$ cat src/logic/clic_pkg.sv
// shared CSR map, operation and pc-select encodings, used by every CLIC block via scoped names
package clic_pkg;

  typedef logic [11:0] csr_addr_t;
  typedef logic [31:0] word_t;

  // csr instruction flavours, immediate forms are folded in by the core
  typedef enum logic [1:0] {
    CSR_RW,
    CSR_RS,
    CSR_RC
  } csr_op_t;

  typedef enum logic {
    PC_NORMAL,
    PC_INTERRUPT
  } pc_sel_t;

  localparam csr_addr_t MSTATUS_ADDR     = 12'h300;
  localparam csr_addr_t INT_THRESH_ADDR  = 12'h347;
  localparam csr_addr_t STACK_DEPTH_ADDR = 12'h350;
  localparam csr_addr_t TIMER_COUNT_ADDR = 12'h400;
  localparam csr_addr_t TIMER_CMP_ADDR   = 12'h401;
  // one address per vector / entry, index added to the base
  localparam csr_addr_t VEC_BASE_ADDR    = 12'hb00;
  localparam csr_addr_t ENTRY_BASE_ADDR  = 12'hb40;

  localparam int MIE_BIT        = 3;
  localparam int ENTRY_PEND_BIT = 0;
  localparam int ENTRY_EN_BIT   = 1;

  // new register value for a csr op on the old value
  function automatic word_t csr_apply(word_t old_val, word_t wdata, csr_op_t op);
    case (op)
      CSR_RS:  return old_val | wdata;
      CSR_RC:  return old_val & ~wdata;
      default: return wdata;
    endcase
  endfunction

endpackage
$ cat src/logic/clic_top.sv
// CLIC top level, wires the register bank, selector, sequencer, return stack and timer
module clic_top #(
  parameter int VEC_NUM    = 8,
  parameter int PRIO_WIDTH = 3,
  parameter int PC_WIDTH   = 16
) (
  input  logic                         clk,
  input  logic                         reset,
  input  logic                         csr_enable_i,
  input  clic_pkg::csr_addr_t          csr_addr_i,
  input  clic_pkg::csr_op_t            csr_op_i,
  input  clic_pkg::word_t              csr_wdata_i,
  output clic_pkg::word_t              csr_rdata_o,
  input  logic [VEC_NUM-1:0]           ext_irq_i,
  input  logic [PC_WIDTH-1:0]          pc_i,
  output clic_pkg::pc_sel_t            pc_sel_o,
  output logic [PC_WIDTH-1:0]          target_pc_o,
  output logic                         interrupt_o,
  output logic                         tail_chain_o,
  output logic [$clog2(VEC_NUM)-1:0]   int_id_o,
  output logic [PRIO_WIDTH-1:0]        int_prio_o,
  output logic [PRIO_WIDTH:0]          level_o
);
  localparam int ID_W    = $clog2(VEC_NUM);
  localparam int STACK_W = PC_WIDTH + ID_W + PRIO_WIDTH;

  clic_pkg::word_t              timer_rdata;
  logic                         timer_pend;
  logic                         mie;
  logic [PRIO_WIDTH-1:0]        thresh;
  logic [VEC_NUM-1:0]           entry_pend;
  logic [VEC_NUM-1:0]           entry_en;
  logic [VEC_NUM*PRIO_WIDTH-1:0] entry_prio;
  logic [VEC_NUM*(PC_WIDTH-2)-1:0] vec_addr;
  logic                         best_valid;
  logic [ID_W-1:0]              best_id;
  logic [PRIO_WIDTH-1:0]        best_prio;
  logic [PC_WIDTH-3:0]          best_vec;
  logic                         thresh_we;
  logic [PRIO_WIDTH-1:0]        thresh_wdata;
  logic                         clear_pend_valid;
  logic [ID_W-1:0]              clear_pend_id;
  logic                         push;
  logic                         pop;
  logic [STACK_W-1:0]           push_data;
  logic [STACK_W-1:0]           stack_top;

  clic_csr_bank #(.VEC_NUM(VEC_NUM), .PRIO_WIDTH(PRIO_WIDTH), .PC_WIDTH(PC_WIDTH)) u_bank (
    .clk, .reset, .csr_enable_i, .csr_addr_i, .csr_op_i, .csr_wdata_i,
    .timer_rdata_i(timer_rdata), .level_i(level_o), .timer_pend_i(timer_pend), .ext_irq_i,
    .thresh_we_i(thresh_we), .thresh_wdata_i(thresh_wdata),
    .clear_pend_valid_i(clear_pend_valid), .clear_pend_id_i(clear_pend_id),
    .csr_rdata_o, .mie_o(mie), .thresh_o(thresh), .entry_pend_o(entry_pend),
    .entry_en_o(entry_en), .entry_prio_o(entry_prio), .vec_addr_o(vec_addr)
  );

  clic_prio_select #(.VEC_NUM(VEC_NUM), .PRIO_WIDTH(PRIO_WIDTH), .PC_WIDTH(PC_WIDTH)) u_select (
    .entry_pend_i(entry_pend), .entry_en_i(entry_en), .entry_prio_i(entry_prio),
    .vec_addr_i(vec_addr), .thresh_i(thresh), .best_valid_o(best_valid),
    .best_id_o(best_id), .best_prio_o(best_prio), .best_vec_o(best_vec)
  );

  clic_sequencer #(.VEC_NUM(VEC_NUM), .PRIO_WIDTH(PRIO_WIDTH), .PC_WIDTH(PC_WIDTH)) u_seq (
    .clk, .reset, .pc_i, .mie_i(mie), .thresh_i(thresh), .best_valid_i(best_valid),
    .best_id_i(best_id), .best_prio_i(best_prio), .best_vec_i(best_vec),
    .stack_data_i(stack_top), .level_i(level_o), .stack_data_o(push_data),
    .push_o(push), .pop_o(pop), .thresh_we_o(thresh_we), .thresh_wdata_o(thresh_wdata),
    .clear_pend_valid_o(clear_pend_valid), .clear_pend_id_o(clear_pend_id),
    .pc_sel_o, .target_pc_o, .interrupt_o, .tail_chain_o, .int_id_o, .int_prio_o
  );

  // one stack slot per priority level
  clic_return_stack #(.DEPTH(2 ** PRIO_WIDTH), .WIDTH(STACK_W)) u_stack (
    .clk, .reset, .push_i(push), .pop_i(pop), .data_i(push_data),
    .data_o(stack_top), .level_o
  );

  clic_timer u_timer (
    .clk, .reset, .csr_enable_i, .csr_addr_i, .csr_op_i, .csr_wdata_i,
    .timer_rdata_o(timer_rdata), .timer_pend_o(timer_pend)
  );

endmodule

$ cat src/logic/clic_sequencer.sv
// interrupt decision logic: take, tail-chain, return or run, and the current interrupt id
module clic_sequencer #(
  parameter int VEC_NUM    = 8,
  parameter int PRIO_WIDTH = 3,
  parameter int PC_WIDTH   = 16
) (
  input  logic                                          clk,
  input  logic                                          reset,
  input  logic [PC_WIDTH-1:0]                           pc_i,
  input  logic                                          mie_i,
  input  logic [PRIO_WIDTH-1:0]                         thresh_i,
  input  logic                                          best_valid_i,
  input  logic [$clog2(VEC_NUM)-1:0]                    best_id_i,
  input  logic [PRIO_WIDTH-1:0]                         best_prio_i,
  input  logic [PC_WIDTH-3:0]                           best_vec_i,
  input  logic [PC_WIDTH+$clog2(VEC_NUM)+PRIO_WIDTH-1:0] stack_data_i,
  input  logic [PRIO_WIDTH:0]                           level_i,
  output logic [PC_WIDTH+$clog2(VEC_NUM)+PRIO_WIDTH-1:0] stack_data_o,
  output logic                                          push_o,
  output logic                                          pop_o,
  output logic                                          thresh_we_o,
  output logic [PRIO_WIDTH-1:0]                         thresh_wdata_o,
  output logic                                          clear_pend_valid_o,
  output logic [$clog2(VEC_NUM)-1:0]                    clear_pend_id_o,
  output clic_pkg::pc_sel_t                             pc_sel_o,
  output logic [PC_WIDTH-1:0]                           target_pc_o,
  output logic                                          interrupt_o,
  output logic                                          tail_chain_o,
  output logic [$clog2(VEC_NUM)-1:0]                    int_id_o,
  output logic [PRIO_WIDTH-1:0]                         int_prio_o
);
  localparam int ID_W = $clog2(VEC_NUM);
  // handlers jump here to return
  localparam logic [PC_WIDTH-1:0] RET_PC = '1;

  logic [ID_W-1:0]       id_q, id_d;
  logic [PC_WIDTH-1:0]   stk_pc;
  logic [ID_W-1:0]       stk_id;
  logic [PRIO_WIDTH-1:0] stk_thresh;
  logic                  at_return;
  logic                  take;
  logic                  chain;

  assign {stk_pc, stk_id, stk_thresh} = stack_data_i;
  assign stack_data_o = {pc_i, id_q, thresh_i};

  assign at_return = (pc_i == RET_PC);
  assign take      = mie_i && best_valid_i && (best_prio_i > thresh_i);
  assign chain     = mie_i && !take && at_return && best_valid_i;

  always_comb begin
    push_o             = 1'b0;
    pop_o              = 1'b0;
    thresh_we_o        = 1'b0;
    thresh_wdata_o     = best_prio_i;
    clear_pend_valid_o = 1'b0;
    clear_pend_id_o    = best_id_i;
    pc_sel_o           = clic_pkg::PC_NORMAL;
    target_pc_o        = pc_i;
    interrupt_o        = 1'b0;
    tail_chain_o       = 1'b0;
    id_d               = id_q;
    if (take || chain) begin
      // chain reuses the stacked context of the handler just finished
      push_o             = take;
      tail_chain_o       = chain;
      thresh_we_o        = 1'b1;
      clear_pend_valid_o = 1'b1;
      pc_sel_o           = clic_pkg::PC_INTERRUPT;
      target_pc_o        = {best_vec_i, 2'b00};
      interrupt_o        = 1'b1;
      id_d               = best_id_i;
    end else if (mie_i && at_return && level_i != '0) begin
      pop_o          = 1'b1;
      thresh_we_o    = 1'b1;
      thresh_wdata_o = stk_thresh;
      pc_sel_o       = clic_pkg::PC_INTERRUPT;
      target_pc_o    = stk_pc;
      id_d           = stk_id;
    end
  end

  always_ff @(posedge clk) begin
    if (reset) begin
      id_q <= '0;
    end else begin
      id_q <= id_d;
    end
  end

  assign int_id_o   = id_q;
  assign int_prio_o = thresh_i;

endmodule

$ cat src/logic/clic_timer.sv
// free-running timer with a csr compare register, pulses the pend request of entry 0 on a match
module clic_timer (
  input  logic                clk,
  input  logic                reset,
  input  logic                csr_enable_i,
  input  clic_pkg::csr_addr_t csr_addr_i,
  input  clic_pkg::csr_op_t   csr_op_i,
  input  clic_pkg::word_t     csr_wdata_i,
  output clic_pkg::word_t     timer_rdata_o,
  output logic                timer_pend_o
);
  clic_pkg::word_t count_q;
  clic_pkg::word_t cmp_q;
  logic            cmp_we;
  logic            match;

  assign cmp_we = csr_enable_i && (csr_addr_i == clic_pkg::TIMER_CMP_ADDR);
  // compare of zero means the timer is off
  assign match  = (cmp_q != '0) && (count_q == cmp_q);

  always_ff @(posedge clk) begin
    if (reset) begin
      count_q <= '0;
      cmp_q   <= '0;
    end else begin
      // new compare value restarts the period
      if (match || cmp_we) begin
        count_q <= '0;
      end else begin
        count_q <= count_q + 1'b1;
      end
      if (cmp_we) begin
        cmp_q <= clic_pkg::csr_apply(cmp_q, csr_wdata_i, csr_op_i);
      end
    end
  end

  // counter address is read-only, writes to it fall through
  always_comb begin
    timer_rdata_o = '0;
    if (csr_addr_i == clic_pkg::TIMER_COUNT_ADDR) begin
      timer_rdata_o = count_q;
    end else if (csr_addr_i == clic_pkg::TIMER_CMP_ADDR) begin
      timer_rdata_o = cmp_q;
    end
  end

  assign timer_pend_o = match;

endmodule

$ cat src/logic/clic_return_stack.sv
// LIFO of interrupt context words for nested handlers, top entry visible combinationally
module clic_return_stack #(
  parameter int DEPTH = 8,
  parameter int WIDTH = 22
) (
  input  logic                   clk,
  input  logic                   reset,
  input  logic                   push_i,
  input  logic                   pop_i,
  input  logic [WIDTH-1:0]       data_i,
  output logic [WIDTH-1:0]       data_o,
  output logic [$clog2(DEPTH):0] level_o
);
  localparam int IDX_W = $clog2(DEPTH);

  logic [WIDTH-1:0]   mem [DEPTH];
  logic [IDX_W:0]     level_q;
  logic [IDX_W-1:0]   top_idx;

  // level counts entries, the top sits one below it
  assign top_idx = level_q[IDX_W-1:0] - 1'b1;

  always_ff @(posedge clk) begin
    if (reset) begin
      level_q <= '0;
    end else if (push_i) begin
      level_q <= level_q + 1'b1;
    end else if (pop_i) begin
      level_q <= level_q - 1'b1;
    end
  end

  always_ff @(posedge clk) begin
    if (push_i) begin
      mem[level_q[IDX_W-1:0]] <= data_i;
    end
  end

  assign data_o  = mem[top_idx];
  assign level_o = level_q;

  a_no_push_full: assert property (@(posedge clk) disable iff (reset)
    push_i |-> (int'(level_q) < DEPTH));
  a_no_pop_empty: assert property (@(posedge clk) disable iff (reset)
    pop_i |-> (level_q != '0));
  a_push_pop_excl: assert property (@(posedge clk) disable iff (reset)
    !(push_i && pop_i));

endmodule

$ cat src/logic/clic_prio_select.sv
// combinational search for the highest-priority enabled, pended entry at or above the threshold
module clic_prio_select #(
  parameter int VEC_NUM    = 8,
  parameter int PRIO_WIDTH = 3,
  parameter int PC_WIDTH   = 16
) (
  input  logic [VEC_NUM-1:0]              entry_pend_i,
  input  logic [VEC_NUM-1:0]              entry_en_i,
  input  logic [VEC_NUM*PRIO_WIDTH-1:0]   entry_prio_i,
  input  logic [VEC_NUM*(PC_WIDTH-2)-1:0] vec_addr_i,
  input  logic [PRIO_WIDTH-1:0]           thresh_i,
  output logic                            best_valid_o,
  output logic [$clog2(VEC_NUM)-1:0]      best_id_o,
  output logic [PRIO_WIDTH-1:0]           best_prio_o,
  output logic [PC_WIDTH-3:0]             best_vec_o
);
  localparam int ID_W  = $clog2(VEC_NUM);
  localparam int VEC_W = PC_WIDTH - 2;

  // ascending scan with >=, so the higher index wins a tie
  always_comb begin
    best_valid_o = 1'b0;
    best_id_o    = '0;
    best_prio_o  = '0;
    best_vec_o   = '0;
    for (int k = 0; k < VEC_NUM; k++) begin
      if (entry_en_i[k] && entry_pend_i[k] &&
          entry_prio_i[k*PRIO_WIDTH +: PRIO_WIDTH] >= thresh_i &&
          (!best_valid_o || entry_prio_i[k*PRIO_WIDTH +: PRIO_WIDTH] >= best_prio_o)) begin
        best_valid_o = 1'b1;
        best_id_o    = ID_W'(k);
        best_prio_o  = entry_prio_i[k*PRIO_WIDTH +: PRIO_WIDTH];
        best_vec_o   = vec_addr_i[k*VEC_W +: VEC_W];
      end
    end
  end

endmodule

$ cat src/logic/clic_csr_bank.sv
// CLIC register file: entries, vectors, threshold and mstatus, with hardware updates and csr read mux
module clic_csr_bank #(
  parameter int VEC_NUM    = 8,
  parameter int PRIO_WIDTH = 3,
  parameter int PC_WIDTH   = 16
) (
  input  logic                            clk,
  input  logic                            reset,
  input  logic                            csr_enable_i,
  input  clic_pkg::csr_addr_t             csr_addr_i,
  input  clic_pkg::csr_op_t               csr_op_i,
  input  clic_pkg::word_t                 csr_wdata_i,
  input  clic_pkg::word_t                 timer_rdata_i,
  input  logic [PRIO_WIDTH:0]             level_i,
  input  logic                            timer_pend_i,
  input  logic [VEC_NUM-1:0]              ext_irq_i,
  input  logic                            thresh_we_i,
  input  logic [PRIO_WIDTH-1:0]           thresh_wdata_i,
  input  logic                            clear_pend_valid_i,
  input  logic [$clog2(VEC_NUM)-1:0]      clear_pend_id_i,
  output clic_pkg::word_t                 csr_rdata_o,
  output logic                            mie_o,
  output logic [PRIO_WIDTH-1:0]           thresh_o,
  output logic [VEC_NUM-1:0]              entry_pend_o,
  output logic [VEC_NUM-1:0]              entry_en_o,
  output logic [VEC_NUM*PRIO_WIDTH-1:0]   entry_prio_o,
  output logic [VEC_NUM*(PC_WIDTH-2)-1:0] vec_addr_o
);
  // vectors are word addresses
  localparam int VEC_W = PC_WIDTH - 2;

  logic                               mie_q, mie_d;
  logic [PRIO_WIDTH-1:0]              thresh_q, thresh_d;
  logic [VEC_NUM-1:0]                 pend_q, pend_d;
  logic [VEC_NUM-1:0]                 en_q, en_d;
  logic [VEC_NUM-1:0][PRIO_WIDTH-1:0] prio_q, prio_d;
  logic [VEC_NUM-1:0][VEC_W-1:0]      vec_q, vec_d;
  clic_pkg::word_t                    reg_rdata;
  clic_pkg::word_t                    wr_word;

  // old value of the addressed register, also the base for set/clear ops
  always_comb begin
    reg_rdata = '0;
    if (csr_addr_i == clic_pkg::MSTATUS_ADDR) begin
      reg_rdata[clic_pkg::MIE_BIT] = mie_q;
    end else if (csr_addr_i == clic_pkg::INT_THRESH_ADDR) begin
      reg_rdata = clic_pkg::word_t'(thresh_q);
    end else if (csr_addr_i == clic_pkg::STACK_DEPTH_ADDR) begin
      reg_rdata = clic_pkg::word_t'(level_i);
    end
    for (int k = 0; k < VEC_NUM; k++) begin
      if (csr_addr_i == clic_pkg::VEC_BASE_ADDR + clic_pkg::csr_addr_t'(k)) begin
        reg_rdata = clic_pkg::word_t'(vec_q[k]);
      end
      if (csr_addr_i == clic_pkg::ENTRY_BASE_ADDR + clic_pkg::csr_addr_t'(k)) begin
        reg_rdata = clic_pkg::word_t'({prio_q[k], en_q[k], pend_q[k]});
      end
    end
  end

  assign csr_rdata_o = reg_rdata | timer_rdata_i;
  assign wr_word     = clic_pkg::csr_apply(reg_rdata, csr_wdata_i, csr_op_i);

  always_comb begin
    mie_d    = mie_q;
    thresh_d = thresh_q;
    pend_d   = pend_q;
    en_d     = en_q;
    prio_d   = prio_q;
    vec_d    = vec_q;
    // stack depth is read-only, so no write decode for it
    if (csr_enable_i) begin
      if (csr_addr_i == clic_pkg::MSTATUS_ADDR) begin
        mie_d = wr_word[clic_pkg::MIE_BIT];
      end
      if (csr_addr_i == clic_pkg::INT_THRESH_ADDR) begin
        thresh_d = wr_word[PRIO_WIDTH-1:0];
      end
      for (int k = 0; k < VEC_NUM; k++) begin
        if (csr_addr_i == clic_pkg::VEC_BASE_ADDR + clic_pkg::csr_addr_t'(k)) begin
          vec_d[k] = wr_word[VEC_W-1:0];
        end
        if (csr_addr_i == clic_pkg::ENTRY_BASE_ADDR + clic_pkg::csr_addr_t'(k)) begin
          pend_d[k] = wr_word[clic_pkg::ENTRY_PEND_BIT];
          en_d[k]   = wr_word[clic_pkg::ENTRY_EN_BIT];
          prio_d[k] = wr_word[clic_pkg::ENTRY_EN_BIT+1 +: PRIO_WIDTH];
        end
      end
    end
    // hw pend sets after the csr write, entry 0 belongs to the timer
    pend_d[0]           = pend_d[0] | timer_pend_i;
    pend_d[VEC_NUM-1:1] = pend_d[VEC_NUM-1:1] | ext_irq_i[VEC_NUM-1:1];
    // sequencer clear and threshold update win over everything
    if (clear_pend_valid_i) begin
      pend_d[clear_pend_id_i] = 1'b0;
    end
    if (thresh_we_i) begin
      thresh_d = thresh_wdata_i;
    end
  end

  always_ff @(posedge clk) begin
    if (reset) begin
      mie_q    <= 1'b0;
      thresh_q <= '0;
      pend_q   <= '0;
      en_q     <= '0;
      prio_q   <= '0;
      vec_q    <= '0;
    end else begin
      mie_q    <= mie_d;
      thresh_q <= thresh_d;
      pend_q   <= pend_d;
      en_q     <= en_d;
      prio_q   <= prio_d;
      vec_q    <= vec_d;
    end
  end

  assign mie_o        = mie_q;
  assign thresh_o     = thresh_q;
  assign entry_pend_o = pend_q;
  assign entry_en_o   = en_q;
  assign entry_prio_o = prio_q;
  assign vec_addr_o   = vec_q;

  // the sequencer may only clear an entry that exists
  a_clear_id_range: assert property (@(posedge clk) disable iff (reset)
    clear_pend_valid_i |-> (int'(clear_pend_id_i) < VEC_NUM));

endmodule

$ cat config.mk
export PLATFORM = sky130hd
export DESIGN_NAME = clic_top
export DESIGN_NICKNAME = d
export VERILOG_FILES = /design/src/logic/clic_pkg.sv /design/src/logic/clic_top.sv /design/src/logic/clic_sequencer.sv /design/src/logic/clic_timer.sv /design/src/logic/clic_return_stack.sv /design/src/logic/clic_prio_select.sv /design/src/logic/clic_csr_bank.sv
export SDC_FILE = /design/constraint.sdc
export NUM_CORES = 1
export LEC_CHECK = 0
export ABC_AREA = 1
export BUFFER_PORTS_ARGS = -buffer_cell sky130_fd_sc_hd__buf_4
export CAP_MARGIN = 20
export CORE_MARGIN = 3
export CORE_UTILIZATION = 47
export DETAILED_ROUTE_END_ITERATION = 6
export GPL_TIMING_DRIVEN = 0
export HOLD_SLACK_MARGIN = 0.1
export SKIP_LAST_GASP = 1
export SLEW_MARGIN = 20
export SYNTH_ARGS = -nofsm -noshare
export SYNTH_HDL_FRONTEND = slang
export SYNTH_SLANG_ARGS = --single-unit
$ cat constraint.sdc
create_clock -name clk -period 26.2 [get_ports clk]
set_input_delay 5.24 -clock clk [delete_from_list [all_inputs] [get_ports clk]]
set_output_delay 5.24 -clock clk [all_outputs]
set_load 0.01 [all_outputs]
==> impl_metrics.json, run 1 <==
{
  "wl_met1_um": 31690,
  "fraction_of_layout_instances_using_a_drive_strength_above_1": 0.1003,
  "commonest_non_fill_non_tap_cells_in_the_layout": "378 x sky130_fd_sc_hd__nand2_1, 366 x sky130_fd_sc_hd__o21ai_0, 238 x sky130_fd_sc_hd__nor2_1",
  "power_per_cell_area_nw_per_um2": 56.94,
  "synth-adder-area-share": 0.03283,
  "die_w_um": 216.4,
  "final.period_utilization": 0.7592,
  "syn_area_um2": 20810,
  "ant_nets": 0,
  "synth_top_family_by_area": "compound AO/OA/AOI/OAI gates",
  "first_global_vias": 19580,
  "postSynth.topFlopCell": "sky130_fd_sc_hd__dfxtp_1",
  "met3_length_um": 5719,
  "place_hpwl_um": 60010,
  "post_synth.cell_area_avg_um2": 8.132,
  "run_status": "finished with violations",
  "cts_hold_buf": 0,
  "drv.max_cap_violation_count": 0,
  "post_cts.repair.setup_buffers": 0,
  "hold_path.class": "flip-flop to flip-flop",
  "grt_start_max_net_pins": 21,
  "drt_iter0_drc": 2194,
  "syn_inst": 2559,
  "hold-worst-slack_ns": 0.5440,
  "power.sequential.fraction": 0.474,
  "critPathCaptureType": "output port",
  "design.die.area_um2": 46840,
  "simple_gate_fraction_of_synth_area": 0.1879,
  "setup.worst_path.class": "flip-flop to output port",
  "setup_viol": 0,
  "numPortBuffers": 131,
  "final_max_slew_viol_count": 0,
  "p_leak_nw": 9.171,
  "achievable-frequency_mhz": 50.27,
  "grt_antenna_before_repair": 0,
  "postSynthRegisterBits": 403,
  "netlist.area_leader.share": 0.2540,
  "synth_xor_area_frac": 0.01052,
  "cts.sinks": 403,
  "h-tree-depth": 2,
  "yosysWarnings": 0,
  "met2WireLength_um": 36540,
  "unrepaired_setup_endpoints_after_global_routing": "false",
  "critical_path.slowest_cell": "sky130_fd_sc_hd__a22oi_1",
  "fp.dieH_um": 216.4,
  "cts_max_path_buffers": 3,
  "worstPathRequired_ns": 20.96,
  "boundaryPins": 134,
  "final_period_minus_worst_setup_slack_ns": 19.89,
  "timing.critical_path.mode_cell": "sky130_fd_sc_hd__nand2_1",
  "wl_per_cell_um": 23.07,
  "ys_async_sr_fraction": 0,
  "design.final.nets": 2872,
  "number_of_enable_flip_flop_cells_after_synthesis": 176,
  "wl_um": 77640,
  "total_drc_errors_in_the_routed_layout": 1,
  "netSwitchingFraction": 0.2317,
  "yosys-mux-area-fraction": 0,
  "finalClockSkew_ns": 0.02166,
  "initial_utilization": 0.4799,
  "setup.worst_path.start_class": "flip-flop",
  "synthesis.nets": 2686,
  "clock_root_buffer": "sky130_fd_sc_hd__clkbuf_16",
  "switching_power_uw": 320.6,
  "core-area_um2": 43360,
  "wire_length_of_the_first_global_routing_pass_um": 117800,
  "clk_pin_slew_ns": 0.06,
  "cts_repair_resized_insts": 0,
  "grt_usage": 0.3271,
  "leading_cell_type_in_the_layout_fill_and_taps_excluded": "sky130_fd_sc_hd__nand2_1",
  "antennaDiodeCount": 0,
  "number_of_distinct_library_cells_after_synthesis": 55,
  "vias": 20060,
  "failed_checks": "DRC",
  "yosysSeqAreaShare": 0.4723,
  "cts_buffers": 45,
  "share_clk_of_total_power": 0.480,
  "top_layer": "met4",
  "overflow": 0,
  "place.gp.congestion": 1.022,
  "relSlewSlack": 0.2433,
  "critPathArrivalTime_ns": 14.65,
  "hold_viol": 0,
  "area_delta_synth_final_pct": 16.78,
  "viasPerCell": 5.959,
  "firstDrtPassIters": 7,
  "core.rowCount": 76,
  "area_contributors_post_synth": "sky130_fd_sc_hd__edfxtp_1 25%, sky130_fd_sc_hd__dfxtp_1 22%, sky130_fd_sc_hd__o21ai_0 8.8%, sky130_fd_sc_hd__nand2_1 6.8%, sky130_fd_sc_hd__a21oi_1 5.4%",
  "netlist.top_cell.by_area": "sky130_fd_sc_hd__edfxtp_1",
  "p_int_mw": 1.063,
  "timing.critical_path.slowest_cell_delay_ns": 0.62,
  "comb_power_share": 0.046,
  "cts_tree": "yes",
  "crit_fanout": 11,
  "vdd_ir_drop_max_v": 0.00004999,
  "fin_tns_setup_ns": 0,
  "synth_compound_gate_area_share": 0.2278,
  "worstMarginPinSlew_ns": 1.126,
  "clkLatencyLatePin_ns": 0.59
}
## worst paths after layout
check                                         end  slack, ns                            start  depth (start not counted)
hold reg to reg     u_timer.cmp_q[6]$_SDFFE_PP0P_       0.54    u_timer.cmp_q[6]$_SDFFE_PP0P_                          2
setup / recovery                  target_pc_o[13]       6.31  u_bank.thresh_o[1]$_SDFFE_PP0P_                         79
setup reg to reg  u_bank.thresh_o[2]$_SDFFE_PP0P_      12.47  u_bank.thresh_o[1]$_SDFFE_PP0P_                         78
hold / removal      u_timer.cmp_q[6]$_SDFFE_PP0P_       0.54    u_timer.cmp_q[6]$_SDFFE_PP0P_                          2
## synth_stat cells (41+ instances only)
cell type	number
sky130_fd_sc_hd__nand2_1	378
sky130_fd_sc_hd__o21ai_0	366
sky130_fd_sc_hd__nor2_1	246
sky130_fd_sc_hd__inv_1	231
sky130_fd_sc_hd__dfxtp_1	227
sky130_fd_sc_hd__a21oi_1	225
sky130_fd_sc_hd__edfxtp_1	176
sky130_fd_sc_hd__clkbuf_1	108
sky130_fd_sc_hd__nand3_1	104
sky130_fd_sc_hd__ha_1	53
sky130_fd_sc_hd__nand4_1	49
sky130_fd_sc_hd__o22ai_1	41
## critical path: cells and delay by family (launching register included)
| family | cells | cell delay, ns |
|---|---|---|
| AO/OA/AOI/OAI | 19 | 3.12 |
| adder cells (fa/ha/maj) | 9 | 2.71 |
| flip-flops | 1 | 0.54 |
| AND/OR/NAND/NOR | 35 | 4.50 |
| buffers and inverters | 16 | 3.16 |
## per-layer routing
layer / up-vias / track usage
li1: 9445 / -
met1: 9537 / 0.4221
met2: 894 / 0.5436
met3: 181 / 0.05006
met4: 0 / 0.1508
met5: - / 0
## layout make-up
type,count,area (um^2)
fill,4121,19060
multi-input combinational,1782,9617
buffer,131,516.7
sequential,403,9829
timing repair buffer,139,1154
tap,585,732.0
clock buffer,53,1207
inverter,243,912.1
clock inverter,30,334.1
## per-stage QoR
step                instance area (um^2)  setup WS [ns]  instances  power, mW  utilization
floorplan                          20810          10.65       2559     0.6963            -
global placement                   22530          7.278       3275     0.7308       0.5195
detailed placement                 22760          7.011       3283     0.7317       0.5249
CTS                                24300          6.328       3366      1.388       0.5605
global route                       24300          4.957       3366      1.421       0.5605
finish                             24300          6.309       3366      1.384       0.5605
## logic make-up after synthesis
group	after synthesis
buffers and inverters	374
AO/OA/AOI/OAI	818
adder cells (fa/ha/maj)	54
AND/OR/NAND/NOR	885
flip-flops	403
XOR/XNOR	25
## registers in the layout (all words and copies together) (netlist names)
name and flops:
u_stack.mem 176, u_bank.vec_addr_o 112, u_timer.cmp_q 32, u_timer.count_q 32, u_bank.entry_prio_o 24, u_bank.entry_en_o 8, u_bank.entry_pend_o 8, u_stack.level_o 4
u_bank.thresh_o 3, u_seq.int_id_o 3, u_bank.mie_o 1
## power by group through the flow
| stage | clock (mW) | sequential, mW | combinational (mW) |
|---|---|---|---|
| final | 0.664 | 0.656 | 0.0640 |
| after global routing | 0.698 | 0.656 | 0.0678 |
| after CTS | 0.669 | 0.656 | 0.0623 |
| after detailed placement | 0 | 0.670 | 0.0620 |
| after global placement | 0 | 0.670 | 0.0612 |
| after floorplan | 0 | 0.669 | 0.0271 |
(Power assumes the default switching activity.)
==> run 2: changes to the inputs <==
ABC_AREA = 0   (was 1)
clock period = 18.4 ns   (was 26.2 ns; I/O delays follow)
==> run 2 against run 1 <==
Net effect:
- the run now ends clean
- largest power group is now sequential cells
- synthesized cell count fell by 11%
- wire length rose by 11%
- highest routed layer unchanged
- hold slack got worse by 0.087 ns
- critical path type unchanged
==> impl_metrics.json, run 2 <==
{
  "grt_usage": 0.3499,
  "finalClockSkew_ns": 0.03124,
  "synth_commonest_cells": "288 x sky130_fd_sc_hd__nand2_1, 250 x sky130_fd_sc_hd__a21oi_1, 227 x sky130_fd_sc_hd__dfxtp_1",
  "numPortBuffers": 127,
  "yosys-mux-area-fraction": 0.06106,
  "final_max_slew_viol_count": 0,
  "area_delta_synth_final_pct": 18.27,
  "fp.dieH_um": 220.0,
  "cts.sinks": 403,
  "overflow": 0,
  "viasPerCell": 6.392,
  "fin_tns_setup_ns": 0,
  "drt_iter0_drc": 2273,
  "critical_path.slowest_cell": "sky130_fd_sc_hd__dfxtp_4",
  "boundaryPins": 134,
  "timing.critical_path.slowest_cell_delay_ns": 0.42,
  "number_of_distinct_library_cells_after_synthesis": 95,
  "area_contributors_post_synth": "sky130_fd_sc_hd__edfxtp_1 25%, sky130_fd_sc_hd__dfxtp_1 21%, sky130_fd_sc_hd__a21oi_1 5.8%, sky130_fd_sc_hd__nand2_1 5.0%, sky130_fd_sc_hd__mux4_2 4.6%",
  "commonest_non_fill_non_tap_cells_in_the_layout": "287 x sky130_fd_sc_hd__nand2_1, 245 x sky130_fd_sc_hd__a21oi_1, 224 x sky130_fd_sc_hd__dfxtp_1",
  "grt_start_max_net_pins": 21,
  "wl_per_cell_um": 27.69,
  "yosysWarnings": 0,
  "final.period_utilization": 0.9747,
  "cts_max_path_buffers": 3,
  "p_leak_nw": 9.081,
  "cts_tree": "yes",
  "synth_xor_area_frac": 0.02646,
  "setup_viol": 0,
  "power_per_cell_area_nw_per_um2": 75.18,
  "run_status": "finished clean",
  "synthesis.nets": 2396,
  "vias": 19840,
  "worstPathRequired_ns": 14.72,
  "synth_compound_gate_area_share": 0.2231,
  "drv.max_cap_violation_count": 0,
  "post_synth.cell_area_avg_um2": 9.482,
  "worstMarginPinSlew_ns": 1.151,
  "netlist.area_leader.share": 0.2457,
  "clkLatencyLatePin_ns": 0.60,
  "syn_area_um2": 21510,
  "core.rowCount": 77,
  "layout.core_utilization": 0.5692,
  "synthMostInstantiatedCell": "sky130_fd_sc_hd__nand2_1",
  "synth_top_family_by_area": "compound AO/OA/AOI/OAI gates",
  "critical_path.n_buffers_inverters": 12,
  "wl_um": 85950,
  "core-area_um2": 44700,
  "vdd_ir_drop_max_v": 0.00009190,
  "postSynthRegisterBits": 403,
  "number_of_enable_flip_flop_cells_after_synthesis": 176,
  "setup.worst_path.class": "flip-flop to output port",
  "timing.critical_path.max_delay_family": "compound AO/OA/AOI/OAI gates",
  "relSlewSlack": 0.2265,
  "initial_utilization": 0.4813,
  "synth-adder-area-share": 0.03175,
  "fraction_of_layout_instances_using_a_drive_strength_above_1": 0.1591,
  "design.die.area_um2": 48380,
  "design.final.nets": 2602,
  "timing.critical_path.mode_cell": "sky130_fd_sc_hd__ha_1",
  "wire_length_of_the_first_global_routing_pass_um": 125100,
  "grt_antenna_before_repair": 3,
  "h-tree-depth": 2,
  "first_global_vias": 18880,
  "achievable-frequency_mhz": 55.76,
  "ys_async_sr_fraction": 0,
  "leading_cell_type_in_the_layout_fill_and_taps_excluded": "sky130_fd_sc_hd__nand2_1",
  "place.gp.congestion": 1.002,
  "netlist.top_cell.by_area": "sky130_fd_sc_hd__edfxtp_1",
  "simple_gate_fraction_of_synth_area": 0.1584,
  "firstDrtPassIters": 5,
  "crit_fanout": 11,
  "setup.worst_path.start_class": "flip-flop",
  "hold_viol": 0,
  "total_drc_errors_in_the_routed_layout": 0,
  "place_hpwl_um": 65330,
  "largest_register_ffs": 176,
  "hold-worst-slack_ns": 0.4574,
  "ant_nets": 0,
  "yosysSeqAreaShare": 0.4569,
  "critPathCaptureType": "output port",
  "cts_buffers": 45,
  "hold_path.class": "flip-flop to flip-flop",
  "postSynth.topFlopCell": "sky130_fd_sc_hd__dfxtp_1",
  "final_period_minus_worst_setup_slack_ns": 17.94,
  "clk_pin_slew_ns": 0.06,
  "die_w_um": 220.0,
  "clock_root_buffer": "sky130_fd_sc_hd__clkbuf_16",
  "critPathArrivalTime_ns": 14.26,
  "syn_inst": 2269
}
==> run 2: per-layer routing <==
| layer | wire length (um) | GRT usage | vias up |
|---|---|---|---|
| li1 | - | - | 8896 |
| met1 | 35160 | 0.4695 | 9715 |
| met2 | 39110 | 0.5595 | 1017 |
| met3 | 7483 | 0.06440 | 213 |
| met4 | 4192 | 0.1440 | 0 |
| met5 | 0 | 0 | - |
==> run 2: power breakdown <==
group          leakage [nW]  switching [mW]  total (mW)  internal, mW
Sequential             3.43         0.00206       0.934         0.932
Combinational          4.98          0.0814       0.116        0.0351
Clock                 0.671           0.383       0.863         0.480
==> run 2: logic make-up after synthesis <==
group / count (synthesis)
simple gates: 727
compound gates: 715
flops: 403
buf+inv: 229
mux: 76
xor+xnor: 65
fa+ha+maj: 54
==> run 2: final cells by class <==
cell class	instances	area [um^2]
Inverter	68	262.8
Sequential cell	403	9841
Buffer	158	733.2
Tap cell	592	740.7
Multi-Input combinational cell	1637	11210
Fill cell	3993	19260
Clock buffer	58	1205
Clock inverter	22	175.2
Timing Repair Buffer	162	1266
Antenna cell	4	10.01
==> run 2: final timing paths <==
kind                                                         start                                  to  slack, ns  depth (start not counted)
worst max register to register     u_bank.thresh_o[2]$_SDFFE_PP0P_        u_stack.mem[5][16]$_DFFE_PP_       4.20                         65
worst min-delay path            u_bank.vec_addr_o[70]$_SDFFE_PP0P_  u_bank.vec_addr_o[70]$_SDFFE_PP0P_       0.46                          2
worst max-delay path               u_bank.thresh_o[2]$_SDFFE_PP0P_                     target_pc_o[11]       0.46                         65
worst min register to register  u_bank.vec_addr_o[70]$_SDFFE_PP0P_  u_bank.vec_addr_o[70]$_SDFFE_PP0P_       0.46                          2
==> run 2: worst min-delay path, cell delays in order (launching register included) <==
cell and delay [ns]:
sky130_fd_sc_hd__dfxtp_1 0.31, sky130_fd_sc_hd__nand2_1 0.05, sky130_fd_sc_hd__a21oi_1 0.05
==> run 2: what timing repair did <==
action / 4_1_cts / 5_1_grt
pin swaps: 5 / 4
buffers inserted: 9 / 3
cloned: 0 / 0
setup endpoints to repair: 21 / 19
hold buffers: 0 / 0
gates resized for setup: 65 / 35
==> run 2: through the flow <==
step / instances / power [mW] / instance area, um^2 / setup slack, ns
global placement: 2988 / 1.062 / 23210 / -4.158
finish: 3104 / 1.913 / 25450 / 0.4646
global route: 3101 / 1.963 / 25440 / -0.003840
floorplan: 2269 / 1.007 / 21510 / 1.451
detailed placement: 3011 / 1.065 / 23520 / -3.929
CTS: 3097 / 1.918 / 25220 / 0.02529
